File: config.mk
export PLATFORM = sky130hd
export DESIGN_NAME = rrag_mem_top
export DESIGN_NICKNAME = d
export VERILOG_FILES = /design/src/design/rrag_pkg.sv /design/src/design/rrag_agen.sv /design/src/design/rrag_seg_check.sv /design/src/design/rrag_mem_latch.sv /design/src/design/rrag_mem_top.sv
export SDC_FILE = /design/constraint.sdc
export NUM_CORES = 1
export LEC_CHECK = 0
export BUFFER_PORTS_ARGS = -buffer_cell sky130_fd_sc_hd__buf_2
export CAP_MARGIN = 0
export CORE_ASPECT_RATIO = 0.5
export CORE_MARGIN = 2
export CORE_UTILIZATION = 40
export CTS_CLUSTER_SIZE = 8
export DETAILED_ROUTE_END_ITERATION = 7
export PLACE_DENSITY = 0.7
export SYNTH_ARGS = -nofsm -noshare
export SYNTH_HDL_FRONTEND = slang
export SYNTH_HIERARCHICAL = 1
export SYNTH_SLANG_ARGS = --single-unit
File: constraint.sdc
create_clock -name clk -period 1.4 [get_ports clk]
set_clock_uncertainty 0.2 [all_clocks]
set_input_delay 0.14 -clock clk [delete_from_list [all_inputs] [get_ports clk]]
set_output_delay 0.14 -clock clk [all_outputs]
set_load 0.05 [all_outputs]
File: src/design/rrag_pkg.sv
package rrag_pkg;

    // widths are fixed by the architecture
    localparam int ADDR_W   = 32;
    localparam int EIP_W    = 32;
    localparam int OPSIZE_W = 2;
    localparam int SCALE_W  = 2;
    localparam int MEM_RW_W = 2;
    localparam int EXC_W    = 4;

    // linear and logical addresses, segment base and limit
    typedef logic [ADDR_W-1:0]   addr_t;
    typedef logic [EIP_W-1:0]    eip_t;

    // 0..3 selects 1, 2, 4 or 8 bytes
    typedef logic [OPSIZE_W-1:0] opsize_t;

    typedef logic [SCALE_W-1:0]  scale_t;   // left shift applied to the index

    // bit 0 is a read and bit 1 a write, both set for read-modify-write
    typedef logic [MEM_RW_W-1:0] mem_rw_t;

    typedef logic [EXC_W-1:0]    exc_type_t;

    localparam int MEM_WR_BIT = 1;

    localparam exc_type_t EXC_NONE  = 4'd0;
    localparam exc_type_t EXC_LIMIT = 4'd1;   // access ends past the segment limit
    localparam exc_type_t EXC_PROT  = 4'd2;   // write to a read-only segment

    // byte count of an access, shared by the address and limit logic
    function automatic addr_t op_bytes(opsize_t opsize);
        addr_t bytes;
        bytes = addr_t'(1) << opsize;
        return bytes;
    endfunction

endpackage

File: src/design/rrag_agen.sv
module rrag_agen (
    input  rrag_pkg::addr_t   base,
    input  rrag_pkg::addr_t   index,
    input  rrag_pkg::scale_t  scale,
    input  rrag_pkg::addr_t   disp,
    input  rrag_pkg::addr_t   seg_base,
    input  rrag_pkg::opsize_t opsize,
    output rrag_pkg::addr_t   offset,
    output rrag_pkg::addr_t   lin_addr,
    output rrag_pkg::addr_t   lin_addr_end
);
    import rrag_pkg::*;

    addr_t scaled_index;
    addr_t base_disp;
    addr_t size;

    // index * 1, 2, 4 or 8
    assign scaled_index = index << scale;

    // base and displacement first, the index shift is the slower leg
    assign base_disp = base + disp;

    // effective address, all sums wrap modulo 2^32 like the real adder
    assign offset = base_disp + scaled_index;

    assign lin_addr = seg_base + offset;

    assign size = op_bytes(opsize);

    // last byte touched, the memory stage compares it with lin_addr
    // to spot accesses that straddle a cache line or a page
    assign lin_addr_end = lin_addr + size - addr_t'(1);

endmodule

File: src/design/rrag_seg_check.sv
module rrag_seg_check (
    input  logic                valid,
    input  rrag_pkg::addr_t     offset,
    input  rrag_pkg::opsize_t   opsize,
    input  rrag_pkg::mem_rw_t   mem_rw,
    input  rrag_pkg::addr_t     seg_limit,
    input  logic                seg_writable,
    output logic                exc,
    output rrag_pkg::exc_type_t exc_type
);
    import rrag_pkg::*;

    logic [ADDR_W:0] end_offset;   // one extra bit so a wrap past 2^32 is visible
    logic            limit_fault;
    logic            prot_fault;

    assign end_offset = {1'b0, offset} + {1'b0, op_bytes(opsize)} - (ADDR_W+1)'(1);

    // the limit is inclusive, an access ending exactly on it is legal
    assign limit_fault = end_offset > {1'b0, seg_limit};

    assign prot_fault = mem_rw[MEM_WR_BIT] && !seg_writable;

    // limit check wins over protection
    always_comb begin
        exc      = 1'b0;
        exc_type = EXC_NONE;
        if (valid) begin
            if (limit_fault) begin
                exc      = 1'b1;
                exc_type = EXC_LIMIT;
            end else if (prot_fault) begin
                exc      = 1'b1;
                exc_type = EXC_PROT;
            end
        end
    end

endmodule

File: src/design/rrag_mem_latch.sv
module rrag_mem_latch (
    input  logic                clk,
    input  logic                arst_n,
    input  logic                stall,
    input  logic                flush,

    input  logic                valid_in,
    input  rrag_pkg::opsize_t   opsize_in,
    input  rrag_pkg::addr_t     mem_addr_in,
    input  rrag_pkg::addr_t     mem_addr_end_in,
    input  rrag_pkg::mem_rw_t   mem_rw_in,
    input  rrag_pkg::eip_t      eip_in,
    input  logic                exc_in,
    input  rrag_pkg::exc_type_t exc_type_in,

    output logic                valid_out,
    output rrag_pkg::opsize_t   opsize_out,
    output rrag_pkg::addr_t     mem_addr_out,
    output rrag_pkg::addr_t     mem_addr_end_out,
    output rrag_pkg::mem_rw_t   mem_rw_out,
    output rrag_pkg::eip_t      eip_out,
    output logic                exc_out,
    output rrag_pkg::exc_type_t exc_type_out
);
    import rrag_pkg::*;

    mem_rw_t mem_rw_d;
    logic    load;

    // a faulting instruction must not start a memory access
    assign mem_rw_d = exc_in ? '0 : mem_rw_in;

    // flush overrides stall so a killed slot never lingers
    assign load = !stall || flush;

    // control fields, these are the ones a flush kills
    always_ff @(posedge clk or negedge arst_n) begin
        if (!arst_n) begin
            valid_out  <= 1'b0;
            exc_out    <= 1'b0;
            mem_rw_out <= '0;
        end else if (flush) begin
            valid_out  <= 1'b0;
            exc_out    <= 1'b0;
            mem_rw_out <= '0;
        end else if (load) begin
            valid_out  <= valid_in;
            exc_out    <= exc_in;
            mem_rw_out <= mem_rw_d;
        end
    end

    // payload follows the same load enable, its value means nothing once valid is low
    always_ff @(posedge clk or negedge arst_n) begin
        if (!arst_n) begin
            opsize_out       <= '0;
            mem_addr_out     <= '0;
            mem_addr_end_out <= '0;
            eip_out          <= '0;
            exc_type_out     <= EXC_NONE;
        end else if (load) begin
            opsize_out       <= opsize_in;
            mem_addr_out     <= mem_addr_in;
            mem_addr_end_out <= mem_addr_end_in;
            eip_out          <= eip_in;
            exc_type_out     <= exc_type_in;
        end
    end

endmodule

File: src/design/rrag_mem_top.sv
module rrag_mem_top (
    input  logic                clk,
    input  logic                arst_n,
    input  logic                stall,
    input  logic                flush,

    input  logic                valid_in,
    input  rrag_pkg::opsize_t   opsize_in,
    input  rrag_pkg::addr_t     base_in,
    input  rrag_pkg::addr_t     index_in,
    input  rrag_pkg::scale_t    scale_in,
    input  rrag_pkg::addr_t     disp_in,
    input  rrag_pkg::addr_t     seg_base_in,
    input  rrag_pkg::addr_t     seg_limit_in,
    input  logic                seg_writable_in,
    input  rrag_pkg::mem_rw_t   mem_rw_in,
    input  rrag_pkg::eip_t      eip_in,

    output logic                valid_out,
    output rrag_pkg::opsize_t   opsize_out,
    output rrag_pkg::addr_t     mem_addr_out,
    output rrag_pkg::addr_t     mem_addr_end_out,
    output rrag_pkg::mem_rw_t   mem_rw_out,
    output rrag_pkg::eip_t      eip_out,
    output logic                exc_out,
    output rrag_pkg::exc_type_t exc_type_out
);
    import rrag_pkg::*;

    addr_t     offset;
    addr_t     lin_addr;
    addr_t     lin_addr_end;
    logic      exc;
    exc_type_t exc_type;

    rrag_agen u_agen (
        .base         (base_in),
        .index        (index_in),
        .scale        (scale_in),
        .disp         (disp_in),
        .seg_base     (seg_base_in),
        .opsize       (opsize_in),
        .offset       (offset),
        .lin_addr     (lin_addr),
        .lin_addr_end (lin_addr_end)
    );

    // the limit is checked on the segment offset, not the linear address
    rrag_seg_check u_seg_check (
        .valid        (valid_in),
        .offset       (offset),
        .opsize       (opsize_in),
        .mem_rw       (mem_rw_in),
        .seg_limit    (seg_limit_in),
        .seg_writable (seg_writable_in),
        .exc          (exc),
        .exc_type     (exc_type)
    );

    rrag_mem_latch u_latch (
        .clk              (clk),
        .arst_n           (arst_n),
        .stall            (stall),
        .flush            (flush),
        .valid_in         (valid_in),
        .opsize_in        (opsize_in),
        .mem_addr_in      (lin_addr),
        .mem_addr_end_in  (lin_addr_end),
        .mem_rw_in        (mem_rw_in),
        .eip_in           (eip_in),
        .exc_in           (exc),
        .exc_type_in      (exc_type),
        .valid_out        (valid_out),
        .opsize_out       (opsize_out),
        .mem_addr_out     (mem_addr_out),
        .mem_addr_end_out (mem_addr_end_out),
        .mem_rw_out       (mem_rw_out),
        .eip_out          (eip_out),
        .exc_out          (exc_out),
        .exc_type_out     (exc_type_out)
    );

endmodule

; ---- Word level (Yosys, flattened, before mapping)
; Index checks and enable logic that the tools add are counted.
; W data, S select, Z words.
[totals]
reg_bits = 106
input_bits = 204
output_inout_bits = 106
word_cells = 36
[classes]
add_sub_neg = 7
n_lt_le_gt_ge = 1
shifts = 2
n_mux = 13
reduce_logical = 5
[op_table]
columns = cell, count
row1 = $add A32 B32 Y32, 4
row2 = $add A32 B32 Y33, 1
row3 = $gt A33 B32 Y1, 1
row4 = $sub A33 B1 Y33 const B, 1
row5 = $shl A1 B2 Y32 const A, 1
row6 = $shl A32 B2 Y32, 1
row7 = $sub A32 B1 Y32 const B, 1
row8 = $mux W2, 4
row9 = $mux W4, 2
row10 = $mux W1, 7
row11 = $logic_not A1 Y1, 2
row12 = $reduce_bool A2 Y1, 1
row13 = $logic_and A1 B1 Y1, 1
row14 = $logic_or A1 B1 Y1, 1

; ---- Longest topological paths before layout
[logic_depth]
ltp_word = 10
depth_mapped = 38
mapped_depth_nobuf = 36

; ---- Hierarchy
; Netlist, hierarchy kept.
[modules_own_cells]
columns = module, instances, cells_per_inst, area_each_um2, seq_area_each_um2
row1 = rrag_agen, 1, 761, 6371.1, 0.0
row2 = rrag_mem_latch, 1, 231, 4384.2, 2652.5
row3 = rrag_seg_check, 1, 401, 2730.1, 0.0

; ---- Worst setup path before layout
; OpenSTA, ideal clock, no wires.
[synth_timing]
kind = input port to flip-flop
start = input scale_in[0]
end = register u_latch.mem_rw_out[0]
setup_ns = 0.077
t_arrival_ns = 8.038
required_time_ns = 1.123
path_slack_ns = -6.915
path_stages = 37
n_path_buf = 2
cell_sequence = clkbuf_1 buf_1 mux2i_1 o21ai_0 fa_1 ha_1 a21o_1 a21oi_1 nor2b_1 o21a_1 o41ai_1 o211ai_1 a21oi_1 o21bai_1 a21o_1 a21oi_1 xnor2_1 inv_1 ha_1 a21oi_1 o21ai_0 a211o_1 a211o_1 o31ai_2 a21oi_2 or4b_1 nand3_1 ha_1 nand2_1 or3_1 nor3_1 nor4_1 o21ai_0 o21ai_0 a31oi_1 or3b_2 a21oi_1
[synth_via]
elab_chain_cells = 10
[synth_lines]
columns = element, line
row1 = "start, declared", rrag_mem_top.sv:11  ; input rrag_pkg::scale_t scale_in,
row2 = $shl A32 B2 Y32, rrag_agen.sv:19  ; assign scaled_index = index << scale;
row3 = $add A32 B32 Y32, rrag_agen.sv:25  ; assign offset = base_disp + scaled_index;
row4 = named net offset[18], rrag_mem_top.sv:30  ; addr_t offset;
row5 = $add A32 B32 Y33, rrag_seg_check.sv:17  ; assign end_offset = {1'b0, offset} + {1'b0, op_bytes(opsize)} - (ADDR_W+1)'(1);
row6 = $sub A33 B1 Y33, rrag_seg_check.sv:17
row7 = $gt A33 B32 Y1, rrag_seg_check.sv:20  ; assign limit_fault = end_offset > {1'b0, seg_limit};
row8 = $mux W1, rrag_seg_check.sv:29  ; if (limit_fault) begin
row9 = $mux W1, rrag_seg_check.sv:28  ; if (valid) begin
row10 = named net exc, rrag_mem_top.sv:33  ; logic exc;
row11 = $mux W2, rrag_mem_latch.sv:31  ; assign mem_rw_d = exc_in ? '0 : mem_rw_in;
row12 = $mux W2, rrag_mem_latch.sv:46  ; end else if (load) begin
row13 = $mux W2, rrag_mem_latch.sv:42  ; end else if (flush) begin
row14 = "end signal, assigned", rrag_mem_latch.sv:49  ; mem_rw_out <= mem_rw_d;
row15 = "end, declared", rrag_mem_latch.sv:20  ; output rrag_pkg::mem_rw_t mem_rw_out,
; The timed path passes the listed nets, and every way through them passes these cells. The select of a mux whose other input is x is not followed.
; A chain may end at the register's enable or synchronous reset.

; ---- Worst setup path in the final report
[layout_timing]
start = input scale_in[0]
end = register u_latch.mem_addr_end_out[31]
[layout_via]
elab_chain_cells = 5
[layout_lines]
columns = element, line
row1 = $shl A32 B2 Y32, rrag_agen.sv:19
row2 = $add A32 B32 Y32, rrag_agen.sv:25
row3 = named net offset[14], rrag_mem_top.sv:30
row4 = $add A32 B32 Y32, rrag_agen.sv:27  ; assign lin_addr = seg_base + offset;
row5 = $add A32 B32 Y32, rrag_agen.sv:33  ; assign lin_addr_end = lin_addr + size - addr_t'(1);
row6 = $sub A32 B1 Y32, rrag_agen.sv:33
row7 = named net lin_addr_end[31], rrag_mem_top.sv:32  ; addr_t lin_addr_end;
row8 = "end signal, assigned", rrag_mem_latch.sv:64  ; mem_addr_end_out <= mem_addr_end_in;
row9 = "end, declared", rrag_mem_latch.sv:19  ; output rrag_pkg::addr_t mem_addr_end_out,
; The timed path passes the listed nets, and every way through them passes these cells.

==> results.toml <==
[status]
status = "finished, violations left"
failing_checks = "negative hold slack, negative setup slack"

[yosys]
ys_seq_elements = 106
synthArstFlopShare_pct = 100
combinational_family_with_the_most_area_after_synthesis = "adder cells"
dominantRegCellSynth = "dfrtp_1"
post_synth.cell_area_avg_um2 = 9.68
synth-seq-area-share_pct = 19.7
synthMuxAreaShare_pct = 15.8
synth_cell_types = 91
syn-instance-count = 1393
yosysWarningCount = 6
synth_compound_gate_area_share_pct = 18.7
post_synthesis_cell_area_mm2 = 0.0135
synth-simple-area-share_pct = 11.3
synth_edf_count = 0
synth_fa_ha_area_share_pct = 20.3
post_synth_xor_area_fraction_pct = 7.92

[place]
port_buffers = 309
dp_hpwl_um = 34200
placed_cell_area_mm2 = 0.0194
gp_congestion = 0.900

[sta]
final_max_slew_violation_count = 0
rsz0062_at_grt = "yes"
hold_viol_final = 1
tightest_slew_ps = 686
achievable-frequency_mhz = 136
max_slew_margin_pct = 53.9
setup_slack_ps = -5960
period_share_pct = 525
whs_ps = -7.77
post-route-min-period_ps = 7360
setup_violations = 70

[detailed_routing]
remaining_number_of_nets_flagged_by_the_antenna_check_after_routing = 0
wire_per_inst_um = 19.3
detail_route.iter0.violations = 1173
drcViolationCount = 0
routed_via_density = 5.50
postRouteWirelength_um = 52200
vias = 14900
detail_route.first_pass.iterations = 5

[finish]
area_growth_pct = 65.0
final_cell_area_mm2 = 0.0222
number_of_inserted_filler_cells_in_the_final_layout = 2256
final_util_pct = 67.2
drive_gt1_share_pct = 56.7
fin_nets = 2655

[critical_path]
worstPathArrival_ps = 7410
crit_buf_inv = 11
cp_slowest_cell = "fa_1"
cp_slowest_stage_delay_ps = 500
worst-setup-path-type = "in2reg"
setup.worst_path.end_class = "flop"
reg2reg_from = "u_latch/mem_addr_out[18]$_DFFE_PN0P_"
startpoint_types = "input pin"
timing.critical_path.fanout_max = 6
path_common_cell = "buf_6"
cpLargestDelayFamily = "compound AO/OA/AOI/OAI gates"
cp.required_ps = 1460
critical_path.startpoint = "scale_in[0]"

[global_route]
antenna_violations_before_repair = 8
globalRouteOverflowTotal = 0
wire_length_of_the_first_global_routing_pass_um = 69500
grt.total_usage_pct = 24.1
vias_in_the_first_global_route = 14100
grt_start_max_net_pins = 34

[floorplan]
die_h_um = 134
starting_density_pct = 40.7
row_count = 47
fp.dieArea_mm2 = 0.0353
ios = 310
die_w_um = 264
coreArea_mm2 = 0.0331

[worst_hold_path]
holdCritPathClass = "in2reg"
holdCritStartpoint = "seg_base_in[0]"

[cts]
clock_sink_count = 106
numCtsBuffers = 9
ctsHtreeMaxLevel = 3
ctsRootBufferMaster = "clkbuf_16"
cts_clock_pin_slew_for_the_worst_setup_and_hold_paths_ps = 80
tritoncts = "yes"
cts_buffer_depth = 2
clock_network_latency_to_the_later_pin_of_the_worst_skew_pair_ps = 360

[job]
drv.max_cap_violation_count = 0
-- path summary, 6_finish.rpt --
path / depth (start not counted) / slack, ps / end
worst max-delay path: 40 / -5960 / u_latch/mem_addr_end_out[31]$_DFFE_PN0P_
worst min-delay path: 3 / -8 / u_latch/mem_addr_out[0]$_DFFE_PN0P_
worst max register to register: 1 / 380 / u_latch/mem_addr_out[18]$_DFFE_PN0P_
worst min register to register: 1 / 310 / u_latch/eip_out[24]$_DFFE_PN0P_
max in group asynchronous: 3 / 430 / u_latch/exc_type_out[1]$_DFFE_PN0P_
min in group asynchronous: 2 / 60 / u_latch/mem_addr_end_out[3]$_DFFE_PN0P_
-- placed cells by master (no fill, tap or decap), types with 10 or more instances in the layout --
cell type and instances:
a31oi_1 10, a211oi_1 10, a21oi_1 63, buf_6 60, mux4_2 27, nand4_1 13, nand2_1 52, nor2_1 54
a21oi_4 12, o21ai_2 21, nand2b_1 26, a21oi_2 29, inv_2 20, o21ai_0 30, xnor2_1 46, ha_1 121
xnor2_2 18, mux2_2 16, xor2_1 32, nand3_1 18, buf_2 305, a21o_1 70, mux2_4 86, nor3_1 19
dfrtp_1 106, o211ai_1 12, fa_1 30, ha_4 37, inv_1 123, buf_4 466, dlygate4sd3_1 38, nor2b_1 10
-- cells in the mapped netlist (4+ instances only) --
cell type | number | share of area (%)
nand3_1 | 22 | 0.82
fa_1 | 35 | 5.2
o21bai_1 | 12 | 0.67
o21ai_0 | 51 | 1.9
a211o_1 | 7 | 0.45
mux2_4 | 80 | 8.9
mux4_2 | 27 | 4.5
buf_1 | 4 | 0.11
buf_12 | 9 | 1.3
xnor2_1 | 68 | 4.4
a211oi_1 | 17 | 0.95
nand2b_1 | 29 | 1.3
o21a_1 | 10 | 0.56
or2_2 | 9 | 0.42
ha_1 | 163 | 15
mux2_2 | 22 | 1.8
a21o_1 | 71 | 4.0
buf_4 | 4 | 0.22
dfrtp_1 | 106 | 20
a311oi_1 | 5 | 0.32
nand4_1 | 13 | 0.60
and2_1 | 9 | 0.42
o31ai_1 | 4 | 0.22
o22ai_1 | 4 | 0.19
nand2_1 | 58 | 1.6
a21boi_0 | 6 | 0.33
nor2b_1 | 15 | 0.70
o21ai_1 | 6 | 0.22
clkbuf_1 | 7 | 0.19
mux2i_1 | 8 | 0.59
a31oi_1 | 12 | 0.56
o211ai_1 | 12 | 0.67
a21oi_1 | 101 | 3.7
xor2_1 | 42 | 2.7
buf_2 | 4 | 0.15
nor3_1 | 28 | 1.0
nor2_1 | 67 | 1.9
or3_1 | 8 | 0.37
and3_1 | 11 | 0.51
a31o_2 | 7 | 0.45
inv_1 | 145 | 4.0
-- metal layers --
layer  track usage [%]  routed length, um  part of all wire, %  vias to the layer above
met3              1.93               2870                  5.5                      275
met5                 0                  0                    0                        -
li1                  -                  -                    -                     6760
met4              11.8               3400                  6.5                        0
met1              30.3              20600                   39                     7109
met2              42.4              25300                   48                      737
-- kinds of logic after synthesis --
kind of cell               Yosys count
muxes                              137
xor gates and xnor gates           115
and+or+nand+nor                    293
DFF                                106
adders and majority gates          198
AOI/OAI and AO/OA                  367
buffers and inverters              176
other                                1
-- stage by stage --
step / setup TNS, ps / cells / setup slack [ps]
after global placement: -298230 / 2562 / -6330
after floorplan: -265230 / 1394 / -5870
after detailed placement: -312130 / 2562 / -6600
after global routing: -288800 / 2706 / -6140
final: -279160 / 2706 / -5960
after CTS: -259310 / 2658 / -5770
-- state kept, by name, summed over array words and instances (netlist names) --
name and cells:
u_latch/exc_out 1, u_latch/mem_addr_end_out 32, u_latch/valid_out 1, u_latch/mem_addr_out 32
u_latch/exc_type_out 4, u_latch/eip_out 32, u_latch/opsize_out 2, u_latch/mem_rw_out 2
-- timing repair --
item | 4_1_cts | 5_1_grt
resized for setup | 163 | 123
pin swaps | 88 | 67
setup buffers | 62 | 40
endpoints found under the setup margin | 70 | 69
hold endpoints to repair | 144 | 0
hold buffers | 38 | 0
gates cloned | 1 | 0
-- final cells by class --
class	count	area [um2]	area share (%)
Antenna cell	9	22.5	0.101
Sequential cell	106	2650	11.9
Tap cell	441	552	2.48
Multi-Input combinational cell	1112	11900	53.5
Clock buffer	9	225	1.01
Timing Repair Buffer	879	6280	28.2
Clock inverter	5	57.6	0.259
Inverter	145	549	2.47
Power is not shown: default switching activity piles up to over one toggle a cycle in this logic, so the estimate is an artifact.
